`src/verilog/tcb_bus_pkg.sv`:
```
// TCB bus package with widths, response delay and the response-side request record
package tcb_bus_pkg;

    ////////////////////
    // handshake
    ////////////////////

    // response delay in clock cycles
    localparam int unsigned dly = 1;

    ////////////////////
    // bus widths
    ////////////////////

    // data width
    localparam int unsigned dat_w = 32;
    // bytes per data word
    localparam int unsigned byt_n = dat_w / 8;
    // byte offset inside a word
    localparam int unsigned off_w = $clog2(byt_n);
    // logarithmic size, 0/1/2 for 1/2/4 bytes
    localparam int unsigned siz_w = 2;
    // byte address
    localparam int unsigned adr_w = 12;

    ////////////////////
    // response record
    ////////////////////

    // request fields the response side needs
    // to rotate read data back into place
    typedef struct packed {
        // endianness (0 little, 1 big)
        logic             ndn;
        // logarithmic size
        logic [siz_w-1:0] siz;
        // low address bits
        logic [off_w-1:0] off;
    } rsp_meta_t;

endpackage

```
`src/verilog/tcb_dly_line.sv`:
```
// TCB delay line shifting a payload of any type through the bus response delay
module tcb_dly_line #(
    // payload carried through the stages
    parameter type payload_t = logic
)(
    input  logic     clk,
    input  logic     reset,
    // payload entering the line
    input  payload_t din,
    // payload leaving after dly cycles
    output payload_t dout
);

    ////////////////////
    // register stages
    ////////////////////

    // one register per cycle of delay
    payload_t stg [tcb_bus_pkg::dly];

    always_ff @(posedge clk) begin
        if (reset) begin
            // all stages start cleared
            for (int unsigned i = 0; i < tcb_bus_pkg::dly; i++) begin
                stg[i] <= '0;
            end
        end else begin
            // first stage samples the input
            stg[0] <= din;
            // remaining stages shift along
            for (int unsigned i = 1; i < tcb_bus_pkg::dly; i++) begin
                stg[i] <= stg[i-1];
            end
        end
    end

    ////////////////////
    // output
    ////////////////////

    // oldest stage
    assign dout = stg[tcb_bus_pkg::dly-1];

endmodule

```
`src/verilog/tcb_logsize2byteena.sv`:
```
// TCB converter from logarithmic size requests to byte enables with lane rotation
module tcb_logsize2byteena (
    input  logic                             clk,
    input  logic                             reset,
    // manager side request
    input  logic                             req_vld,
    input  logic                             req_wen,
    input  logic                             req_ren,
    input  logic                             req_ndn,
    input  logic [tcb_bus_pkg::siz_w-1:0]    req_siz,
    input  logic [tcb_bus_pkg::adr_w-1:0]    req_adr,
    input  logic [tcb_bus_pkg::dat_w-1:0]    req_wdt,
    // manager side response
    output logic [tcb_bus_pkg::dat_w-1:0]    rsp_rdt,
    output logic                             rsp_err,
    // memory side request
    output logic                             mem_vld,
    output logic                             mem_wen,
    output logic                             mem_ren,
    output logic [tcb_bus_pkg::adr_w-1:0]    mem_adr,
    output logic [tcb_bus_pkg::byt_n-1:0]    mem_byt,
    output logic [tcb_bus_pkg::dat_w-1:0]    mem_wdt,
    // memory side response
    input  logic [tcb_bus_pkg::dat_w-1:0]    mem_rdt,
    input  logic                             mem_err
);

    ////////////////////
    // local signals
    ////////////////////

    // request offset and index of last byte
    logic [tcb_bus_pkg::off_w-1:0] req_off;
    logic [tcb_bus_pkg::off_w-1:0] req_lst;
    // response side last byte
    logic [tcb_bus_pkg::off_w-1:0] rsp_lst;

    // request record now and dly cycles later
    tcb_bus_pkg::rsp_meta_t req_meta;
    tcb_bus_pkg::rsp_meta_t rsp_meta;

    // data viewed as byte lanes
    logic [tcb_bus_pkg::byt_n-1:0][7:0] req_wdt_b;
    logic [tcb_bus_pkg::byt_n-1:0][7:0] mem_wdt_b;
    logic [tcb_bus_pkg::byt_n-1:0][7:0] mem_rdt_b;
    logic [tcb_bus_pkg::byt_n-1:0][7:0] rsp_rdt_b;

    // size to index of last byte (n-1)
    function automatic logic [tcb_bus_pkg::off_w-1:0] last_lane (
        input logic [tcb_bus_pkg::siz_w-1:0] siz
    );
        last_lane = tcb_bus_pkg::off_w'((1 << siz) - 1);
    endfunction

    ////////////////////
    // request
    ////////////////////

    // handshake and command pass straight through
    assign mem_vld = req_vld;
    assign mem_wen = req_wen;
    assign mem_ren = req_ren;
    assign mem_adr = req_adr;

    assign req_off = req_adr[tcb_bus_pkg::off_w-1:0];
    assign req_lst = last_lane(req_siz);

    // record for the response side
    assign req_meta = '{ndn: req_ndn, siz: req_siz, off: req_off};

    tcb_dly_line #(
        .payload_t (tcb_bus_pkg::rsp_meta_t)
    ) meta_dly (
        .clk   (clk),
        .reset (reset),
        .din   (req_meta),
        .dout  (rsp_meta)
    );

    assign rsp_lst = last_lane(rsp_meta.siz);

    ////////////////////
    // lane rotation
    ////////////////////

    assign req_wdt_b = req_wdt;
    assign mem_rdt_b = mem_rdt;

    // all lane arithmetic is off_w bits wide, so it wraps modulo 4
    for (genvar i = 0; i < tcb_bus_pkg::byt_n; i++) begin : gen_lane
        // this lane as an offset value
        logic [tcb_bus_pkg::off_w-1:0] lane;
        // write source bytes per endianness
        logic [tcb_bus_pkg::off_w-1:0] wr_le;
        logic [tcb_bus_pkg::off_w-1:0] wr_be;
        // read source lanes per endianness
        logic [tcb_bus_pkg::off_w-1:0] rd_le;
        logic [tcb_bus_pkg::off_w-1:0] rd_be;

        assign lane  = tcb_bus_pkg::off_w'(i);

        // little endian source byte, also the distance from the offset
        assign wr_le = lane - req_off;
        // big endian fills the addressed bytes in reverse
        assign wr_be = req_lst - lane + req_off;

        // enabled while within n bytes of the offset
        assign mem_byt[i] = (wr_le <= req_lst);

        // write data into addressed lanes
        assign mem_wdt_b[i] = req_ndn ? req_wdt_b[wr_be] : req_wdt_b[wr_le];

        // read data back to right-justified order
        assign rd_le = lane + rsp_meta.off;
        assign rd_be = rsp_lst - lane + rsp_meta.off;

        assign rsp_rdt_b[i] = rsp_meta.ndn ? mem_rdt_b[rd_be] : mem_rdt_b[rd_le];
    end

    assign mem_wdt = mem_wdt_b;

    ////////////////////
    // response
    ////////////////////

    assign rsp_rdt = rsp_rdt_b;
    // error comes from the memory unchanged
    assign rsp_err = mem_err;

    ////////////////////
    // checks
    ////////////////////

    // enabled byte count matches the requested size
    byt_cnt_chk: assert property (
        @(posedge clk) disable iff (reset)
        req_vld |-> ($countones(mem_byt) == (1 << req_siz))
    ) else $error("byte enable count %0d does not match size %0d",
                  $countones(mem_byt), req_siz);

endmodule

```
`config.mk`:
```
export PLATFORM = sky130hd
export DESIGN_NAME = tcb_logsize2byteena
export DESIGN_NICKNAME = d
export VERILOG_FILES = /design/src/verilog/tcb_bus_pkg.sv /design/src/verilog/tcb_dly_line.sv /design/src/verilog/tcb_logsize2byteena.sv
export SDC_FILE = /design/constraint.sdc
export NUM_CORES = 1
export LEC_CHECK = 0
export BUFFER_PORTS_ARGS = -buffer_cell sky130_fd_sc_hd__buf_2
export CORE_ASPECT_RATIO = 1.25
export CORE_MARGIN = 4
export CORE_UTILIZATION = 33
export DETAILED_ROUTE_END_ITERATION = 7
export SLEW_MARGIN = 30
export SYNTH_ARGS = -nofsm -noshare
export SYNTH_HDL_FRONTEND = slang
export SYNTH_SLANG_ARGS = --single-unit
```
`constraint.sdc`:
```
create_clock -name clk -period 2.4 [get_ports clk]
set_input_delay 0.12 -clock clk [delete_from_list [all_inputs] [get_ports clk]]
set_output_delay 0.12 -clock clk [all_outputs]
set_load 0.02 [all_outputs]
```
==> impl_metrics.csv <==
group,metric,value,unit
yosys,synthDominantCellAreaShare,20.2,%
yosys,netlist_instances,468,
cells_and_area,final_util,39.7,%
power,p_per_area,385,nW/um^2
detailed_routing,num_vias,4248,
yosys,synthTopCellsByCount,"mux2_2 (80), mux2i_1 (48), nor2_1 (37), mux4_2 (32), buf_4 (25)",
placed_design,placed_cells,728,
cells_and_area,drive_gt1_share,61.4,%
yosys,async_reset_ff_share,0,%
setup_path,critPathBufInv,3,
placed_design,dpl_worst_slack,183,ps
power,max-vdd-ir-drop,0.162,mV
cells_and_area,syn_to_final_growth,17.8,%
floorplan,boundaryPins,169,
outcome,status,"completed",
cts,cts.path.max_buffers,2,
grt,grt_max_degree,73,
setup_path,cpPeakStageDelay,440,ps
detailed_routing,ant_nets,0,
cells_and_area,top_regs,"meta_dly.stg x5",
sta,fin_ws,123,ps
floorplan,chipHeight,138,um
cts,cts_max_level,1,
yosys,ys_types,40,
cts,clock-root-buffer,"clkbuf_16",
power,p_leak,2.11,nW
yosys,ys_seq_elements,5,
sta,rsz0062_at_grt,"no",
grt,grt_pass1_wl,21100,um
power,clkPwrFrac,13.4,%
setup_path,crit_family,"buffers and inverters",
cells_and_area,nets,656,
cts,cts_num_sinks,5,
power,p_int,1.04,mW
floorplan,die_area,15500,sq um
yosys,ys.flop_type,"dfxtp_1",
setup_path,arrival,2160,ps
detailed_routing,post_drt_wl_per_cell,17.9,um
grt,overflow,0,
setup_path,crit_path_end_kind,"output pin",
placed_design,hpwl,9990,um
detailed_routing,wl,13100,um
sta,fin_hold_ws,121,ps
placed_design,numPortBuffers,140,
detailed_routing,dr.pass1.iters,4,
grt,track_usage,15.8,%
power,pwr-share-comb,82.0,%
cts,cts_tree,"built",
yosys,synth-edff-count,0,
sta,setup_viol,0,
sta,slew_headroom,62.1,%
sta,post-route-min-period,2280,ps
yosys,synth_top_cell_by_area,"mux2_2",
power,p_sw_share,48.9,%
yosys,syn_area_per_cell,9.54,sq um
floorplan,rows,47,
setup_path,crit_path_cell_trace,"nor2_1 > inv_1 > ha_1 > xor3_2 > buf_12 > nor3_2 > a221oi_2 > buf_2",
cts,holdBufCountCts,0,
detailed_routing,initialDrtViolationCount,196,
sta,fin_crit_sh,94.9,%
cells_and_area,n_fill_cell,1319,
min_path,hold_class,"input port to flop",
yosys,synthTopCellsByArea,"mux2_2 (20%), mux4_2 (16%), mux2i_1 (11%)",
cells_and_area,num_antenna_cells,0,
grt,antenna_found_initial,0,
grt,grt_pass1_vias,4266,
job,maxCapViolations,0,
sta,hold_viol,0,
yosys,yosysWarningCount,0,
setup_path,worstSetupStartpoint,"meta_dly.stg[0][3]",
setup_path,cp_data_required_time,2280,ps
detailed_routing,via_per_inst,5.80,
yosys,yosysSeqAreaShare,2.24,%
floorplan,start_util,33.7,%
sta,timing.final.max_slew_violations,0,
cells_and_area,largest_register_ffs,5,
cts,numCtsBuffers,3,
setup_path,critical_path_depth,8,
setup_path,cp_max_fo,23,
floorplan,coreArea,13200,sq um
cells_and_area,instances_no_fill,733,
placed_design,place_congestion,0.828,
floorplan,die_w,112,um
yosys,synth_most_common_cell,"mux2_2",
sta,fmax,439,MHz
detailed_routing,post-route-drc-count,0,
setup_path,cpMaxStageDelayCell,"xor3_2",
sta,tightest_slew,569,ps
setup_path,worstSetupPathType,"flop to output pin",
yosys,mappedNetlistArea,4460,sq um
cts,path_clk_slew,30,ps
setup_path,critPathLaunchType,"flop",
yosys,syn-num-nets,561,
cells_and_area,largest-register,"meta_dly.stg",
power,p_switching,0.992,mW
power,seqPwrFrac,4.6,%
setup_path,critPathCapture,"rsp_rdt[5]",
sta,tns,0,ps
cells by family after synthesis:
group / after synthesis / share of synthesized area [%]
flops: 5 / 2.24
xor+xnor: 5 / 2.07
simple gates: 125 / 17.2
fa+ha+maj: 9 / 2.47
mux: 160 / 47.1
buf+inv: 79 / 10.7
compound gates: 85 / 18.2
area by class of cell:
| type | count | area (sq um) | share of cell area [%] |
|---|---|---|---|
| Clock buffer | 4 | 78.8 | 1.50 |
| Sequential cell | 5 | 100 | 1.90 |
| Multi-Input combinational cell | 384 | 3890 | 74.0 |
| Inverter | 9 | 33.8 | 0.643 |
| Tap cell | 171 | 214 | 4.07 |
| Timing Repair Buffer | 160 | 942 | 17.9 |
worst min-delay path by stage:
stage / endpoint / depth (start not counted) / start
finish: meta_dly.stg[0][3] / 2 / reset
global route: meta_dly.stg[0][3] / 2 / reset
CTS: meta_dly.stg[0][3] / 2 / reset
detailed placement: mem_adr[2] / 0 / req_adr[2]
global placement: mem_adr[2] / 0 / req_adr[2]
floorplan: meta_dly.stg[0][0] / 1 / reset
through the flow:
step                power, mW  area, sq um
CTS                      2.02         5230
floorplan                1.33         4460
global route             2.16         5260
detailed placement       1.73         5150
global placement         1.70         5150
finish                   2.03         5260
layout by cell type (no fill, tap or decap), types with 2 or more instances in the layout:
| cell type | instances |
|---|---|
| o22ai_1 | 17 |
| nand2_1 | 24 |
| mux2_2 | 80 |
| o221a_1 | 4 |
| o21ai_1 | 6 |
| xor3_2 | 2 |
| nor2_1 | 37 |
| o21ai_0 | 10 |
| and2_1 | 8 |
| buf_2 | 140 |
| ha_1 | 8 |
| inv_2 | 2 |
| clkbuf_16 | 3 |
| a221oi_2 | 16 |
| nor3_2 | 22 |
| inv_1 | 7 |
| buf_4 | 12 |
| mux4_2 | 32 |
| nor3b_1 | 10 |
| nor3b_2 | 6 |
| nor2b_1 | 4 |
| nand2b_1 | 2 |
| a21oi_1 | 2 |
| o221a_2 | 4 |
| mux2i_1 | 48 |
| dfxtp_1 | 5 |
| buf_12 | 7 |
| nor3_1 | 2 |
| a211oi_2 | 16 |
| a311oi_1 | 8 |
| nand3b_1 | 8 |
power by group through the flow:
| stage | sequential [mW] | clock [mW] | combinational [mW] |
|---|---|---|---|
| after global routing | 0.0940 | 0.282 | 1.78 |
| after floorplan | 0.0916 | 0 | 1.24 |
| final | 0.0932 | 0.272 | 1.66 |
| after CTS | 0.0935 | 0.277 | 1.65 |
| after detailed placement | 0.0946 | 0 | 1.64 |
| after global placement | 0.0943 | 0 | 1.60 |
what timing repair did:
action	4_1_cts	5_1_grt
pin swaps	0	0
buffers inserted	0	1
resized for setup	1	1
gates cloned	0	0
setup endpoints to repair	3	5
layer usage:
layer | routed length, um | GRT usage [%]
met4 | 99 | 2.41
met1 | 5300 | 19.7
met2 | 6700 | 28.7
met3 | 1010 | 2.88
met5 | 0 | 0
(Power assumes the default switching activity.)
